## config.mk

```make
export PLATFORM = sky130hd
export DESIGN_NAME = game_vision_top
export DESIGN_NICKNAME = d
export VERILOG_FILES = /design/src/logic/game_vision_pkg.sv /design/src/logic/vga_scan_counter.sv /design/src/logic/color_detector.sv /design/src/logic/hit_area.sv /design/src/logic/collision_detector.sv /design/src/logic/wb_game_regs.sv /design/src/logic/game_vision_top.sv
export SDC_FILE = /design/constraint.sdc
export NUM_CORES = 1
export LEC_CHECK = 0
export ABC_AREA = 1
export ABC_CLOCK_PERIOD_IN_PS = 11120
export BUFFER_PORTS_ARGS = -buffer_cell sky130_fd_sc_hd__buf_2
export CAP_MARGIN = 30
export CORE_ASPECT_RATIO = 0.6
export CORE_MARGIN = 5
export CORE_UTILIZATION = 25
export CTS_BUF_LIST = sky130_fd_sc_hd__clkbuf_8
export DETAILED_ROUTE_END_ITERATION = 10
export RECOVER_POWER = 100
export SLEW_MARGIN = 10
export SYNTH_ARGS = -nofsm -noshare
export SYNTH_HDL_FRONTEND = slang
export SYNTH_SLANG_ARGS = --single-unit
```

## constraint.sdc

```tcl
create_clock -name clk_25MHz -period 11.12 [get_ports clk_25MHz]
set_clock_uncertainty 0.2 [all_clocks]
set_input_delay 2.224 -clock clk_25MHz [delete_from_list [all_inputs] [get_ports clk_25MHz]]
set_output_delay 2.224 -clock clk_25MHz [all_outputs]
set_load 0.1 [all_outputs]
```

## src/logic/game_vision_pkg.sv

```systemverilog
package game_vision_pkg;

    // screen timing, 640x480 visible out of 800x525
    localparam int h_active = 640;
    localparam int h_total  = 800;
    localparam int v_active = 480;
    localparam int v_total  = 525;

    // pixels needed before the deciding pixel of a run
    localparam int collision_threshold = 19;
    // half width of the square hit box
    localparam int ball_half = 16;

    typedef logic [9:0] coord_t;

    typedef struct packed {
        coord_t x;
        coord_t y;
        logic   active;
    } scan_pos_t;

    // rgb565
    typedef struct packed {
        logic [4:0] r;
        logic [5:0] g;
        logic [4:0] b;
    } pixel_t;

    typedef enum logic [1:0] {
        coll_idle = 2'd0,
        coll_run  = 2'd1,
        coll_calc = 2'd2
    } coll_state_t;

    typedef struct packed {
        logic   hit;
        coord_t center_x;
        coord_t speed;
        logic   detected;
    } collision_result_t;

    // register word addresses
    typedef enum logic [1:0] {
        reg_ball_pos  = 2'd0,
        reg_hit_count = 2'd1,
        reg_center    = 2'd2,
        reg_speed     = 2'd3
    } reg_addr_t;

    typedef struct packed {
        logic        cyc;
        logic        stb;
        logic        we;
        logic [1:0]  adr;
        logic [31:0] dat;
    } wb_req_t;

    typedef struct packed {
        logic        ack;
        logic [31:0] dat;
    } wb_rsp_t;

endpackage

```

## src/logic/vga_scan_counter.sv

```systemverilog
`timescale 1ns/10ps

module vga_scan_counter
    import game_vision_pkg::*;
(
    input  logic      clk_25MHz,
    input  logic      reset,
    output scan_pos_t pos
);

    coord_t x_cnt;
    coord_t y_cnt;
    logic   x_last;
    logic   y_last;

    assign x_last = (x_cnt == coord_t'(h_total - 1));
    assign y_last = (y_cnt == coord_t'(v_total - 1));

    // horizontal counter, one pixel per clock
    always_ff @(posedge clk_25MHz or posedge reset) begin
        if (reset) begin
            x_cnt <= '0;
        end else if (x_last) begin
            x_cnt <= '0;
        end else begin
            x_cnt <= x_cnt + coord_t'(1);
        end
    end

    // line counter steps at the end of each line
    always_ff @(posedge clk_25MHz or posedge reset) begin
        if (reset) begin
            y_cnt <= '0;
        end else if (x_last) begin
            if (y_last) begin
                y_cnt <= '0;
            end else begin
                y_cnt <= y_cnt + coord_t'(1);
            end
        end
    end

    assign pos.x      = x_cnt;
    assign pos.y      = y_cnt;
    // visible area only
    assign pos.active = (x_cnt < coord_t'(h_active)) && (y_cnt < coord_t'(v_active));

endmodule

```

## src/logic/color_detector.sv

```systemverilog
`timescale 1ns/10ps

module color_detector
    import game_vision_pkg::*;
(
    input  pixel_t pixel,
    output logic   target_color
);

    logic [3:0] r4;
    logic [3:0] g4;
    logic [3:0] b4;
    logic       dark_red;
    logic       bright_red;

    // top four bits of each field
    assign r4 = pixel.r[4:1];
    assign g4 = pixel.g[5:2];
    assign b4 = pixel.b[4:1];

    // dark band needs very low green and blue
    assign dark_red = (r4 >= 4'd10) && (r4 <= 4'd12) &&
                      (g4 <= 4'd3) && (b4 <= 4'd3);

    // bright band tolerates a little more
    assign bright_red = (r4 >= 4'd13) && (g4 <= 4'd5) && (b4 <= 4'd5);

    assign target_color = dark_red || bright_red;

endmodule

```

## src/logic/hit_area.sv

```systemverilog
`timescale 1ns/10ps

module hit_area
    import game_vision_pkg::*;
(
    input  scan_pos_t pos,
    input  coord_t    ball_x,
    input  coord_t    ball_y,
    output logic      in_hit_area
);

    logic signed [11:0] x_s;
    logic signed [11:0] y_s;
    logic signed [11:0] x_lo;
    logic signed [11:0] x_hi;
    logic signed [11:0] y_lo;
    logic signed [11:0] y_hi;
    logic               x_in;
    logic               y_in;

    // signed and two bits wider, so the box may hang off the screen
    assign x_s = $signed({2'b00, pos.x});
    assign y_s = $signed({2'b00, pos.y});

    assign x_lo = $signed({2'b00, ball_x}) - 12'(ball_half);
    assign x_hi = $signed({2'b00, ball_x}) + 12'(ball_half);
    assign y_lo = $signed({2'b00, ball_y}) - 12'(ball_half);
    assign y_hi = $signed({2'b00, ball_y}) + 12'(ball_half);

    // inclusive on both sides
    assign x_in = (x_s >= x_lo) && (x_s <= x_hi);
    assign y_in = (y_s >= y_lo) && (y_s <= y_hi);

    assign in_hit_area = x_in && y_in;

endmodule

```

## src/logic/collision_detector.sv

```systemverilog
`timescale 1ns/10ps

module collision_detector
    import game_vision_pkg::*;
(
    input  logic              clk_25MHz,
    input  logic              reset,
    input  scan_pos_t         pos,
    input  logic              in_hit_area,
    input  logic              target_color,
    output collision_result_t result
);

    coll_state_t state;
    coll_state_t state_next;

    logic [15:0] x_sum;
    logic [15:0] x_sum_next;
    logic [4:0]  count;
    logic [4:0]  count_next;
    coord_t      center_x;
    coord_t      center_x_next;
    coord_t      prev_center;
    coord_t      prev_center_next;
    coord_t      speed;
    coord_t      speed_next;
    logic        hit;
    logic        hit_next;
    logic        detected;
    logic        detected_next;
    logic        qualify;

    assign qualify = pos.active && in_hit_area && target_color;

    always_ff @(posedge clk_25MHz or posedge reset) begin
        if (reset) begin
            state       <= coll_idle;
            x_sum       <= '0;
            count       <= '0;
            center_x    <= '0;
            prev_center <= '0;
            speed       <= '0;
            hit         <= 1'b0;
            detected    <= 1'b0;
        end else begin
            state       <= state_next;
            x_sum       <= x_sum_next;
            count       <= count_next;
            center_x    <= center_x_next;
            prev_center <= prev_center_next;
            speed       <= speed_next;
            hit         <= hit_next;
            detected    <= detected_next;
        end
    end

    always_comb begin
        state_next       = state;
        x_sum_next       = x_sum;
        count_next       = count;
        center_x_next    = center_x;
        prev_center_next = prev_center;
        speed_next       = speed;
        hit_next         = 1'b0;
        detected_next    = detected;

        case (state)
            coll_idle: begin
                if (qualify) begin
                    x_sum_next = {6'b0, pos.x};
                    count_next = 5'd1;
                    state_next = coll_run;
                end else begin
                    detected_next = 1'b0;
                end
            end

            coll_run: begin
                if (!qualify) begin
                    // run broken before the threshold
                    state_next = coll_idle;
                end else if (count < 5'(collision_threshold)) begin
                    x_sum_next = x_sum + {6'b0, pos.x};
                    count_next = count + 5'd1;
                end else begin
                    // deciding pixel, its own x is not part of the mean
                    center_x_next = coord_t'(x_sum / 16'(collision_threshold));
                    detected_next = 1'b1;
                    state_next    = coll_calc;
                end
            end

            coll_calc: begin
                speed_next = (center_x >= prev_center) ? (center_x - prev_center)
                                                       : (prev_center - center_x);
                prev_center_next = center_x;
                hit_next         = 1'b1;
                count_next       = '0;
                state_next       = coll_idle;
            end

            default: begin
                state_next = coll_idle;
            end
        endcase
    end

    assign result.hit      = hit;
    assign result.center_x = center_x;
    assign result.speed    = speed;
    assign result.detected = detected;

endmodule

```

## src/logic/wb_game_regs.sv

```systemverilog
`timescale 1ns/10ps

module wb_game_regs
    import game_vision_pkg::*;
(
    input  logic              clk_25MHz,
    input  logic              reset,
    input  wb_req_t           wb_req,
    output wb_rsp_t           wb_rsp,
    input  collision_result_t result,
    output coord_t            ball_x,
    output coord_t            ball_y
);

    logic        ack;
    logic        req_new;
    logic [31:0] rd_dat;
    logic [31:0] hit_count;
    coord_t      last_center;
    coord_t      last_speed;

    // a new request is one not yet acknowledged
    assign req_new = wb_req.cyc && wb_req.stb && !ack;

    always_ff @(posedge clk_25MHz or posedge reset) begin
        if (reset) begin
            ack <= 1'b0;
        end else begin
            ack <= req_new;
        end
    end

    // ball position, only writable register
    always_ff @(posedge clk_25MHz or posedge reset) begin
        if (reset) begin
            ball_x <= coord_t'(320);
            ball_y <= coord_t'(240);
        end else if (req_new && wb_req.we &&
                     reg_addr_t'(wb_req.adr) == reg_ball_pos) begin
            ball_x <= wb_req.dat[9:0];
            ball_y <= wb_req.dat[25:16];
        end
    end

    // speed and center are already settled when the pulse is seen
    always_ff @(posedge clk_25MHz or posedge reset) begin
        if (reset) begin
            hit_count   <= '0;
            last_center <= '0;
            last_speed  <= '0;
        end else if (result.hit) begin
            hit_count   <= hit_count + 32'd1;
            last_center <= result.center_x;
            last_speed  <= result.speed;
        end
    end

    // read data sampled with the request, held while ack is high
    always_ff @(posedge clk_25MHz) begin
        if (req_new) begin
            case (reg_addr_t'(wb_req.adr))
                reg_ball_pos:  rd_dat <= {6'b0, ball_y, 6'b0, ball_x};
                reg_hit_count: rd_dat <= hit_count;
                reg_center:    rd_dat <= {22'b0, last_center};
                reg_speed:     rd_dat <= {22'b0, last_speed};
                default:       rd_dat <= '0;
            endcase
        end
    end

    assign wb_rsp.ack = ack;
    assign wb_rsp.dat = rd_dat;

endmodule

```

## src/logic/game_vision_top.sv

```systemverilog
`timescale 1ns/10ps

module game_vision_top
    import game_vision_pkg::*;
(
    input  logic              clk_25MHz,
    input  logic              reset,
    input  pixel_t            camera_pixel,
    input  wb_req_t           wb_req,
    output wb_rsp_t           wb_rsp,
    output scan_pos_t         pos,
    output collision_result_t result
);

    logic   target_color;
    logic   in_hit_area;
    coord_t ball_x;
    coord_t ball_y;

    vga_scan_counter u_scan (
        .clk_25MHz (clk_25MHz),
        .reset     (reset),
        .pos       (pos)
    );

    color_detector u_color (
        .pixel        (camera_pixel),
        .target_color (target_color)
    );

    hit_area u_hit_area (
        .pos         (pos),
        .ball_x      (ball_x),
        .ball_y      (ball_y),
        .in_hit_area (in_hit_area)
    );

    collision_detector u_collision (
        .clk_25MHz    (clk_25MHz),
        .reset        (reset),
        .pos          (pos),
        .in_hit_area  (in_hit_area),
        .target_color (target_color),
        .result       (result)
    );

    wb_game_regs u_regs (
        .clk_25MHz (clk_25MHz),
        .reset     (reset),
        .wb_req    (wb_req),
        .wb_rsp    (wb_rsp),
        .result    (result),
        .ball_x    (ball_x),
        .ball_y    (ball_y)
    );

endmodule

```

* After elaboration in Yosys (flattened, before gate mapping) *
Index checks and enable logic that the tools add are counted.

storage, ports and cells
  register bits = 180
  input port bits = 55
  output and inout port bits = 76
  logic and storage cells = 105

cells by class
  add/sub/neg operators = 11
  divide/modulo/power cells = 1
  order comparisons = 15
  equal/unequal tests = 13
  multiplexer cells = 21
  bitwise operators = 1
  reduce and logical (&&, ||, !) cells = 26

operator list
  kind                     number
  $pmux W32 S4             1
  $mux W16                 3
  $add A32 B1 Y32 const B  1
  $pmux W16 S2             1
  $mux W10                 3
  $ge A11 B12 Y1           2
  $le A11 B12 Y1           2
  $add A10 B5 Y11 const B  2
  $sub A10 B5 Y11 const B  2
  $add A10 B1 Y10 const B  2
  $eq A10 B10 Y1 const B   2
  $sub A10 B10 Y10         2
  $add A16 B10 Y16         1
  $div A16 B5 Y16 const B  1
  $logic_and A1 B1 Y1      15
  $mux W5                  3
  $pmux W5 S3              1
  $reduce_and A4 Y1        3
  $ge A10 B10 Y1           1
  $lt A10 B10 Y1 const B   1
  $lt A10 B9 Y1 const B    1
  $ge A4 B4 Y1 const B     2
  $le A4 B2 Y1 const B     2
  $le A4 B3 Y1 const B     2
  other kinds (20)         32

* Longest topological paths before layout *
Gate-level depths: netlist (run 1).

  depth after elaboration = 8
  mapped depth = 70
  depth with buffers taken out = 70

* Cells and area by module *
Synthesis (run 1) repeated with hierarchy kept, for this count alone.

second synthesis, totals
  cell total of the unflattened synthesis = 1669
  area total of the unflattened synthesis = 12689.7 um^2

modules (own cells, without submodules)
  module              instances  cells an instance  area each (um^2)  sequential area each (um^2)
  collision_detector  1          797                5449.0            1376.3
  wb_game_regs        1          502                4693.3            2795.2
  hit_area            1          204                1326.3            0.0
  vga_scan_counter    1          155                1169.9            500.5
  color_detector      1          11                 51.3              0.0

* Worst setup path after synthesis (run 1) *
No wires, ideal clock.

  kind = register to register
  from = register u_collision.x_sum[11]
  to = register u_collision.center_x[0]
  setup time = 0.120 ns
  arrival = 5.762 ns
  required time = 10.800 ns
  setup slack = 5.038 ns
  stages on the path, launching flop included = 63
  buffers on the path = 0
  clock period less this slack = 6.082 ns
  path through = dfrtp_1 > nand2_2 > nand3_1 > nand2_1 > nand2_1 > nor2_2 > nand2_2 > nand2_4 > nand2_4 > nand2_2 > nand3_2 > clkinv_1 > nand2_1 > nand3_4 > nand2_1 > nand2_2 > nor2_1 > nor2_4 > [... 27 more ...] > nand2_2 > nand2_2 > nor2_2 > nor2_8 > nand2_8 > nand2_2 > nand2_1 > inv_1 > ha_1 > o21bai_1 > a21oi_1 > a21oi_1 > nand2_1 > nand2_1 > nor2_1 > nand2_1 > nand2_1 > nand2_1

on the way
  cells in the longest elaborated chain, start to end = 1

ends and longest elaborated chain
  what                      RTL line                  text
  start: declaration        collision_detector.sv:17  logic [15:0] x_sum;
  start signal: assignment  collision_detector.sv:47  x_sum <= x_sum_next;
  $div A16 B5 Y16           collision_detector.sv:87  center_x_next = coord_t'(x_sum / 16'(collision_threshold));
  end signal: assignment    collision_detector.sv:49  center_x <= center_x_next;
  end: declaration          collision_detector.sv:21  coord_t center_x;

Every way passes these cells.
A chain may end at the register's enable or synchronous reset.

* Worst setup path in the final report (run 1) *
  from = register u_collision.x_sum[12]
  to = register u_collision.center_x[0]

The elaborated chain is that of the path after synthesis.

==> summary.md, run 1 <==
| Metric | Value |
|---|---|
| Cell taking the most area after synthesis | `dfrtp_1` |
| DRC violations left | `0` |
| Die height | `~180 um` |
| Sum Neg Setup Slack | `0 ns` |
| Post-Syn Area | `between 10000 and 15000 sq um` |
| Leakage | `between 6 and 7 nW` |
| Share of cells above drive strength 1 | `a little under an eighth` |
| Worst R2R Start | `u_collision.x_sum[12]` |
| Crit path launch type | `register` |
| Worst Max-Slew Pin Slew | `3.60 ns` |
| Register-to-Register Setup Slack | `between 2 and 3 ns` |
| EDFF count, synth | `32` |
| Cell row count | `62` |
| CTS tree | `yes` |
| Fin crit period | `around 8.5 ns` |
| Post-route ant nets | `0` |
| Synth top cells by count | `321 x nand2_1, 210 x inv_1, 142 x dfrtp_1, 121 x nor2_1, 112 x o21ai_0` |
| Fin crit share | `roughly three quarters` |
| I/O pins | `roughly 130` |
| Hold_buf cts | `0` |
| Syn_area_per_cell | `approximately 8 sq um` |
| Hold endpoint | `u_regs.hit_count[25]` |
| Vias per inst | `4.56` |
| Vias | `10547` |
| Synth Register Bits | `between 150 and 200` |
| PortBufs | `around 110` |
| Worst reg2reg path depth | `60` |
| Setup violations, final | `0` |
| WS Path Type | `reg -> reg` |
| Max-cap viol count | `3` |
| Postcts setup bufs | `0` |
| Endpoints failing hold | `0` |
| Hold wc startpoint | `u_regs.hit_count[25]` |
| Largest net degree at the start of global routing | `a little under 80` |
| Core ar. | `slightly below 50000 sq um` |
| Outcome | `finished, violations left` |
| Final HPWL DP | `around 27000 um` |
| Failing checks | `capacitance limit, slew limit` |
| DR iter-0 viols | `699` |
| Syn. warnings | `0` |
| CP endpoint kind | `register` |
| Sequential share of the synthesized area | `38.2%` |
| RSZ-0062 raised after global routing | `false` |
| Synth area leaders | `dfrtp_1 29%, nand2_1 9.9%, edfxtp_1 7.9%` |
| Synthesized instance count | `approximately 1600` |
| FMAX | `117 MHz` |
| Slew HR | `-141%` |
| Clk buf depth | `2` |
| Hold Crit Depth | `1` |
| Netlist cell types | `55` |
| Area delta synth->final | `12.5%` |
| Clock root buffer | `clkbuf_8` |
| Skew-Pair Late Insertion Delay | `~0.5 ns` |
| Synth async-reset ratio | `between 80 and 90%` |
| Clock Sinks | `between 150 and 200` |
| Vias in the first global route | `between 9000 and 10000` |
| Congestion Overflow GR | `0` |
| 1st-pass router iterations | `5` |
| Most common cell in the synthesized netlist | `nand2_1` |
| RR Endpoint | `u_collision.center_x[0]` |
| DR WL/cell | `about 15 um` |
| Arrival time worst endpoint | `a little under 9 ns` |
| Syn_nets | `between 1500 and 2000` |
| Most used cell, CP | `nand2_2` |
| Antenna violations before repair | `0` |
| Final wirelength | `34300 um` |
| Synth top area share | `between 20 and 30%` |
| Gr usage total | `about an eighth` |
| HP Class | `reg -> reg` |
| Top_reg_cell synth | `dfrtp_1` |
| Number of buffers created by CTS | `17` |
| Max-slew violation count | `167` |
| H-tree depth | `4` |
| First-pass GRT wire length | `~54000 um` |
| Clock transition at path regs | `0.11 ns` |
| CP max-delay cell | `a21boi_0` |
| CP max FO | `8` |
| Final instance area | `approximately 14000 sq um` |
| Dpl cell area | `approximately 13000 sq um` |
| Max stage delay on crit path | `0.50 ns` |
| Worst path required time | `about 11 ns` |
| Die width | `just under 300 um` |
| PwrDens | `102 nW/um^2` |
| Layout Nets | `1793` |
| Starting density of the core | `approximately a quarter` |
| GP Congestion | `about 0.85` |
| Peak VDD IR | `slightly above 80 uV` |
| Post_cts resized | `0` |
| Die area | `about 54000 sq um` |
-- power breakdown --
group	internal (mW)	leakage [nW]	switching, mW
Combinational	0.0577	4.04	0.138
Sequential	0.696	2.18	0.0215
Clock	0.192	0.209	0.292
-- stage by stage --
step	instances	power [mW]	util [%]	setup slack, ns	hold WS (ns)
4_1_cts	2311	1.41	28.9	3.80	0.279
3_3_place_gp	2279	0.918	28.1	4.14	0.259
2_1_floorplan	1554	0.869	-	4.73	0.242
5_1_grt	2314	1.46	28.6	1.55	0.284
3_5_place_dp	2279	0.926	28.1	3.86	0.259
6_report	2315	1.40	28.6	2.60	0.278
-- worst max-delay path, delay by kind of cell, from the launching register on --
family / cells / cell delay [ns]
flops: 1 / 0.48
simple gates: 51 / 6.14
fa+ha+maj: 1 / 0.18
compound gates: 4 / 1.08
buf+inv: 4 / 0.34
-- placed cells by master (no fill, tap or decap), types with 7 or more instances in the layout --
master / instances
nand2_1: 324
xor2_1: 58
nor3_1: 35
o21a_1: 7
nor2_2: 10
inv_1: 209
clkbuf_1: 88
nand3_1: 94
nand2_2: 46
dfrtp_1: 142
o22ai_1: 11
nor2_1: 122
nand4_1: 20
a21oi_1: 78
inv_2: 17
ha_1: 74
o21ai_0: 112
edfxtp_1: 32
nand2_4: 22
xnor2_1: 11
buf_2: 32
nor4_1: 8
clkbuf_8: 17
nand3_2: 10
-- registers in the layout, summed over array words and instances (netlist names) --
| register | count |
|---|---|
| u_regs.ball_y | 10 |
| u_scan.x_cnt | 10 |
| u_collision.x_sum | 16 |
| u_regs.last_center | 10 |
| u_regs.rd_dat | 32 |
| u_regs.ack | 1 |
| u_collision.hit | 1 |
| u_collision.detected | 1 |
| u_collision.prev_center | 10 |
| u_scan.y_cnt | 10 |
| u_collision.speed | 10 |
| u_regs.hit_count | 32 |
| u_regs.last_speed | 10 |
| u_collision.state | 2 |
| u_collision.center_x | 10 |
| u_collision.count | 5 |
| u_regs.ball_x | 10 |
-- worst max path at each step --
stage	slack, ns	start	cells past startpoint	endpoint
CTS	3.80	u_collision.x_sum[12]	57	u_collision.center_x[0]
detailed placement	3.86	u_collision.x_sum[12]	57	u_collision.center_x[0]
finish	2.60	u_collision.x_sum[12]	60	u_collision.center_x[0]
global placement	4.14	u_collision.x_sum[12]	61	u_collision.center_x[0]
global route	1.55	u_collision.x_sum[12]	62	u_collision.center_x[0]
floorplan	4.73	reset	1	u_collision.center_x[0]
-- per-layer routing --
layer / up-vias / part of all wire (%) / global-route usage, %
met4: 0 / 1.3 / 2.79
met1: 4992 / 51 / 18.8
met5: - / 0 / 0
met3: 25 / 5.2 / 2.63
met2: 246 / 42 / 18.6
li1: 5284 / - / -
-- layout make-up --
| type | count | area, sq um |
|---|---|---|
| Antenna cell | 1 | 2.50 |
| Multi-Input combinational cell | 1111 | 6490 |
| Fill cell | 5229 | 34400 |
| Timing Repair Buffer | 120 | 490 |
| Tap cell | 640 | 801 |
| Clock buffer | 17 | 234 |
| Clock inverter | 15 | 183 |
| Sequential cell | 180 | 4670 |
| Inverter | 231 | 868 |
-- cells by family (layout without fill, tap and decap cells) --
| kind of cell | count (synthesis) | in the layout | synth area share [%] |
|---|---|---|---|
| AO/OA/AOI/OAI | 252 | 252 | 11.8 |
| XOR/XNOR | 70 | 70 | 5.17 |
| adder cells (fa/ha/maj) | 77 | 77 | 8.07 |
| buffers and inverters | 263 | 383 | 8.21 |
| flip-flops | 180 | 180 | 38.2 |
| multiplexers | 2 | 2 | 0.174 |
| other | 0 | 1 | 0 |
| AND/OR/NAND/NOR | 710 | 710 | 28.3 |
(Power assumes the default switching activity.)
==> run 2, diff against run 1 <==
- ABC_AREA: 1 -> 0
- ABC_CLOCK_PERIOD_IN_PS: 11120 -> 7000
- clock period: 11.12 -> 7 ns (I/O delays scaled with it)
==> run 2 against run 1 <==
Effect of this change:
- the flow still finishes with violations (capacitance limit, slew limit)
- largest cell class unchanged
- largest power group is now combinational logic
- first-iteration DRC count increased by 63%
- sequential share of layout area decreased by 5.1 points
- cell count increased by 1.2%
- utilization increased by 2.2 points
- sequential power increased by 77%
- design area increased by 18%
==> summary.md, run 2 <==
| Metric | Value |
|---|---|
| Synth top cells by count | `142 x dfrtp_1, 107 x nor2_1, 103 x nand2_1, 86 x a21oi_1` |
| Syn_area_per_cell | `9.47 sq um` |
| Hold Crit Depth | `1` |
| Clock root buffer | `clkbuf_8` |
| First-pass GRT wire length | `64000 um` |
| Register share of total power | `14.9%` |
| Worst path required time | `just over 7 ns` |
| Most common cell in the synthesized netlist | `dfrtp_1` |
| Max-slew violation count | `between 150 and 200` |
| Core ar. | `52600 sq um` |
| Synth async-reset ratio | `between 80 and 90%` |
| PwrDens | `around 520 nW/um^2` |
| Clock Sinks | `180` |
| Skew-Pair Late Insertion Delay | `approximately 0.5 ns` |
| NetSw | `a little over 4 mW` |
| HP Class | `reg -> reg` |
| CP endpoint kind | `register` |
| Hold_buf cts | `0` |
| Fill cells | `5456` |
| XOR/XNOR Fraction of Synth Area | `~6%` |
| Comb pwr share | `76.6%` |
| Leakage | `6.80 nW` |
| Post-route ant nets | `0` |
| Max stage delay on crit path | `approximately 0.45 ns` |
| Die area | `around 58000 sq um` |
| RR Endpoint | `u_collision.center_x[0]` |
| WS Path Type | `reg -> reg` |
| Clk buf depth | `2` |
| Cell Count, Final, Fillers Out | `approximately 2300` |
| CP max FO | `28` |
| Fin crit share | `97.1%` |
| Internal | `between 4 and 5 mW` |
| Vias | `11824` |
| EDFF count, synth | `32` |
| Synth Register Bits | `180` |
| Simple-gate portion of the synthesized area | `~16%` |
| Number of buffers created by CTS | `17` |
| Crit path buffers/inverters | `6` |
| Multi-input gate area | `8230 sq um` |
| Fin crit period | `a little under 7 ns` |
| Layout Nets | `~1800` |
| Final wirelength | `just over 40000 um` |
| Gr usage total | `between 10% and 20%` |
| Combinational family with the most area after synthesis | `compound AO/OA/AOI/OAI gates` |
| Most used cell, CP | `buf_4` |
| Vias per inst | `~5.0` |
| Peak VDD IR | `~620 uV` |
| Syn. warnings | `0` |
| Netlist cell types | `roughly 120` |
| Congestion Overflow GR | `0` |
| Hold slack | `approximately 0.28 ns` |
| Most frequent cells in the layout | `144 x buf_4, 140 x dfrtp_1, 106 x nor2_1` |
| Starting density of the core | `approximately a quarter` |
| N_diodes | `0` |
| Clock transition at path regs | `approximately 0.11 ns` |
| Post-Syn Area | `approximately 13000 sq um` |
| PortBufs | `~110` |
| Biggest regs | `u_regs.hit_count (32), u_regs.rd_dat (32), u_collision.x_sum (16)` |
| Crit path launch type | `register` |
| Sw Ratio | `between 40% and 50%` |
| Die width | `about 310 um` |
| Clock power share | `under 10%` |
| Max-cap viol count | `4` |
| DRC violations left | `0` |
| Worst reg2reg path depth | `31` |
| FMAX | `147 MHz` |
| Adder-Cell Fraction of Synth Area | `under 10%` |
| Sequential share of the synthesized area | `a little over a third` |
| Synth area leaders | `dfrtp_1 27%, edfxtp_1 7.2%, ha_1 7.0%` |
| Hold wc startpoint | `u_regs.hit_count[31]` |
| Largest net degree at the start of global routing | `97` |
| DR iter-0 viols | `between 1000 and 1500` |
| Design Power | `around 8.5 mW` |
| Top_reg_cell synth | `dfrtp_1` |
| CTS tree | `yes` |
| Cell row count | `between 60 and 70` |
| Vias in the first global route | `around 11000` |
| Failing checks | `capacitance limit, slew limit` |
| CP max-delay cell | `a2111oi_4` |
| Cell taking the most area after synthesis | `dfrtp_1` |
| DR WL/cell | `around 17 um` |
| Endpoints failing hold | `0` |
| Most common cell after layout, fill and taps aside | `buf_4` |
| Area delta synth->final | `21.7%` |
| Arrival time worst endpoint | `6.96 ns` |
| Register-to-Register Setup Slack | `0.21 ns` |
| Multiplexer area fraction after synthesis | `under 10%` |
| Placed Cells | `around 2300` |
| Final HPWL DP | `30700 um` |
| Sum Neg Setup Slack | `0 ns` |
| Die height | `189 um` |
| 1st-pass router iterations | `6` |
| Synthesized instance count | `approximately 1400` |
| Dpl cell area | `~16000 sq um` |
| I/O pins | `roughly 130` |
| Slew HR | `-123%` |
| Antenna violations before repair | `1` |
| H-tree depth | `4` |
| Seq. cell area | `between 4000 and 5000 sq um` |
| Worst Max-Slew Pin Slew | `~3.3 ns` |
| Syn_nets | `approximately 1500` |
| Setup violations, final | `0` |
| Worst R2R Start | `u_collision.x_sum[14]` |
| GP Congestion | `approximately 0.9` |
| Synth top area share | `26.7%` |
| RSZ-0062 raised after global routing | `true` |
| Crit path max-delay family | `compound AO/OA/AOI/OAI gates` |
| Synth Area in Compound Gates | `between 20% and 30%` |
| Final instance area | `16200 sq um` |
| Outcome | `finished, violations left` |
| Share of cells above drive strength 1 | `about a quarter` |
| Hold endpoint | `u_regs.hit_count[31]` |
-- run 2: worst max-delay path by stage --
stage                          start                 endpoint  slack, ns  depth (start not counted)
3_5_place_dp   u_collision.x_sum[12]  u_collision.center_x[0]      -0.09                         25
5_1_grt        u_collision.x_sum[13]  u_collision.center_x[0]      -0.05                         33
4_1_cts        u_collision.x_sum[14]  u_collision.center_x[0]       0.02                         28
2_1_floorplan  u_collision.x_sum[12]  u_collision.center_x[0]       0.32                         29
6_report       u_collision.x_sum[14]  u_collision.center_x[0]       0.21                         31
3_3_place_gp   u_collision.x_sum[12]  u_collision.center_x[0]       0.05                         25
-- run 2: through the flow --
stage          util, %  setup slack [ns]
2_1_floorplan        -             0.321
3_3_place_gp      29.6            0.0520
3_5_place_dp      29.6           -0.0899
4_1_cts           30.4            0.0164
5_1_grt           30.8           -0.0505
6_report          30.8             0.206
-- run 2: metal layers --
layer | global-route usage, % | part of all wire, % | up-vias
met5 | 0 | 0.032 | -
met4 | 1.86 | 0.70 | 2
li1 | - | - | 5614
met1 | 21.5 | 51 | 5769
met3 | 3.55 | 7.6 | 27
met2 | 18.5 | 41 | 412
-- run 2: kinds of logic after synthesis --
| kind of cell | count (synthesis) |
|---|---|
| AND/OR/NAND/NOR | 429 |
| AO/OA/AOI/OAI | 386 |
| flip-flops | 180 |
| buffers and inverters | 149 |
| multiplexers | 92 |
| XOR/XNOR | 90 |
| adder cells (fa/ha/maj) | 79 |
-- run 2: power by group through the flow --
stage / Sequential (mW) / Clock [mW] / Combinational, mW
floorplan: 1.25 / 0 / 3.72
global placement: 1.28 / 0 / 5.54
detailed placement: 1.28 / 0 / 5.66
CTS: 1.26 / 0.736 / 5.75
global route: 1.28 / 0.777 / 7.01
finish: 1.27 / 0.712 / 6.49
-- run 2: area by class of cell --
| type | instances | area share, % |
|---|---|---|
| Sequential cell | 180 | 28.9 |
| Inverter | 77 | 1.79 |
| Tap cell | 703 | 5.43 |
| Clock buffer | 17 | 1.45 |
| Timing Repair Buffer | 274 | 10.7 |
| Multi-Input combinational cell | 1076 | 50.9 |
| Clock inverter | 15 | 0.897 |
-- run 2: repair_timing --
item	in CTS	in global routing
gates resized for setup	4	51
setup endpoints to repair	2	2
setup buffers	0	10
cloned	0	1
pin swaps	0	17
==> run 3, diff against run 2 <==
- ABC_CLOCK_PERIOD_IN_PS: 7000 -> 6800
- clock period: 7 -> 6.8 ns (I/O delays scaled with it)
==> run 3 against run 2 <==
Effect of this change:
- the flow still finishes with violations (capacitance limit, slew limit)
- routed wire length grew 1.3%
- fmax grew 1.5%
- setup slack lost 0.098 ns
- critical path depth shrank 1
- non-clock buffer count grew 18
- via count grew 0.47%
- count of clock-buffer cells in the layout is the same
- die area is the same
- sequential power grew 3%
- global-route usage grew 0.21 points
- cell count grew 0.77%
- flip-flop and latch count is the same
- critical path type unchanged
- largest power group unchanged
==> summary.md, run 3 (same netlist as run 2, synthesis figures left out) <==
| Metric | Value |
|---|---|
| Outcome | `finished, violations left` |
| Failing checks | `capacitance limit, slew limit` |
| CTS tree | `yes` |
| DR WL/cell | `17.4 um` |
| Worst Max-Slew Pin Slew | `about 3.8 ns` |
| Die area | `58100 sq um` |
| Antenna violations before repair | `0` |
| Peak VDD IR | `~640 uV` |
| Most frequent cells in the layout | `164 x buf_4, 138 x dfrtp_1, 106 x nor2_1` |
| Core ar. | `roughly 53000 sq um` |
| N_diodes | `0` |
| Number of buffers created by CTS | `17` |
| Gr usage total | `a little over an eighth` |
| Design Power | `between 8 and 9 mW` |
| WS Path Type | `reg -> reg` |
| PortBufs | `roughly 110` |
| Vias per inst | `roughly 5.0` |
| Die height | `189 um` |
| First-pass GRT wire length | `about 64000 um` |
| RSZ-0062 raised after global routing | `true` |
| Area delta synth->final | `23.4%` |
| Clk buf depth | `2` |
| Post-route ant nets | `0` |
| Endpoints failing hold | `0` |
| Final wirelength | `between 40000 and 50000 um` |
| Congestion Overflow GR | `0` |
| Max-cap viol count | `4` |
| Fin crit period | `roughly 6.7 ns` |
| I/O pins | `131` |
| CP max-delay cell | `dfrtp_2` |
| Crit path launch type | `register` |
| DR iter-0 viols | `roughly 1100` |
| Fin crit share | `98.4%` |
| Clock root buffer | `clkbuf_8` |
| Setup violations, final | `0` |
| GP Congestion | `0.936` |
| Most used cell, CP | `buf_4` |
| Vias | `approximately 12000` |
| Most common cell after layout, fill and taps aside | `buf_4` |
| Clock Sinks | `180` |
| H-tree depth | `4` |
| CP endpoint kind | `register` |
| Cell row count | `65` |
| Slew HR | `-157%` |
| PwrDens | `540 nW/um^2` |
| Core Util, Final | `31.2%` |
| Skew-Pair Late Insertion Delay | `0.51 ns` |
| Max-slew violation count | `170` |
| Largest net degree at the start of global routing | `71` |
| Fill cells | `roughly 5400` |
| Max stage delay on crit path | `approximately 0.45 ns` |
| FMAX | `149 MHz` |
| Vias in the first global route | `between 10000 and 15000` |
| Die width | `308 um` |
| Leakage | `a little under 7 nW` |
| DRC violations left | `0` |
| Sum Neg Setup Slack | `0 ns` |
| 1st-pass router iterations | `5` |
| Final HPWL DP | `approximately 32000 um` |
| Starting density of the core | `between 20% and 30%` |
| Layout Nets | `~1800` |
| Worst path required time | `about 7 ns` |
| Arrival time worst endpoint | `6.90 ns` |
| Biggest regs | `u_regs.hit_count (32), u_regs.rd_dat (32), u_collision.x_sum (16)` |
| HP Class | `reg -> reg` |
| Share of cells above drive strength 1 | `roughly a quarter` |
| CP max FO | `7` |
| Clock transition at path regs | `0.12 ns` |
==> run 3: cell count changes in the layout (fill, tap and decap cells not counted), sizes merged <==
| cell | delta |
|---|---|
| clkinv | -1 |
| clkinvlp | -2 |
| buf | +18 |
| inv | +2 |
| bufinv | +1 |
==> run 3: per-layer routing <==
layer  vias up  global-route usage (%)  part of all wire, %
li1       5641                       -                    -
met5         -                       0                    0
met4         0                    2.03                 0.56
met3        20                    3.40                  7.9
met2       380                    18.9                   41
met1      5839                    21.8                   51
==> run 3: cell type report <==
type	count	area, sq um	share of cell area [%]
clock buffer	17	234	1.42
clock inverter	15	203	1.23
inverter	77	290	1.77
multi-input combinational	1076	8280	50.4
sequential	180	4680	28.5
tap	703	880	5.36
timing repair buffer	292	1860	11.3
==> run 3: power by group <==
group	switching [mW]	internal [mW]	leakage [nW]
logic	3.56	3.20	4.43
registers	0.141	1.17	2.27
clock network	0.490	0.320	0.217
==> run 3: what timing repair did <==
action | in CTS | in global routing
gates resized for setup | 10 | 51
hold buffers | 0 | 0
setup buffers | 0 | 10
gates cloned | 0 | 0
pin swaps | 1 | 30
setup endpoints to repair | 2 | 2
==> run 3: path summary, 6_finish.rpt <==
check | startpoint | slack (ns) | cells past startpoint | end
max | u_collision.x_sum[15] | 0.11 | 30 | u_collision.center_x[0]
min | u_regs.hit_count[31] | 0.27 | 1 | u_regs.hit_count[31]
max reg2reg | u_collision.x_sum[15] | 0.11 | 30 | u_collision.center_x[0]
min reg2reg | u_regs.hit_count[31] | 0.27 | 1 | u_regs.hit_count[31]
max in group asynchronous | reset | 1.07 | 3 | u_regs.ball_x[2]
min in group asynchronous | reset | 1.05 | 2 | u_regs.hit_count[16]
==> run 3: stage by stage <==
stage                     worst slack, ns  std cells  instance area [sq um]  hold slack [ns]
final                               0.108       2360                  16400            0.275
after global routing               -0.136       2360                  16400            0.320
after CTS                         0.00757       2349                  16200            0.279
after detailed placement           -0.104       2317                  15800            0.258
after global placement            -0.0299       2316                  15700            0.257
after floorplan                     0.121       1405                  13300            0.237
==> run 3: worst max-delay path: cells and delay by family, from the launching register on <==
kind / cells / cell delay [ns]
compound gates: 18 / 3.48
simple gates: 4 / 0.71
fa+ha+maj: 2 / 0.67
buf+inv: 4 / 0.65
flops: 1 / 0.45
mux: 1 / 0.29
xor+xnor: 1 / 0.14
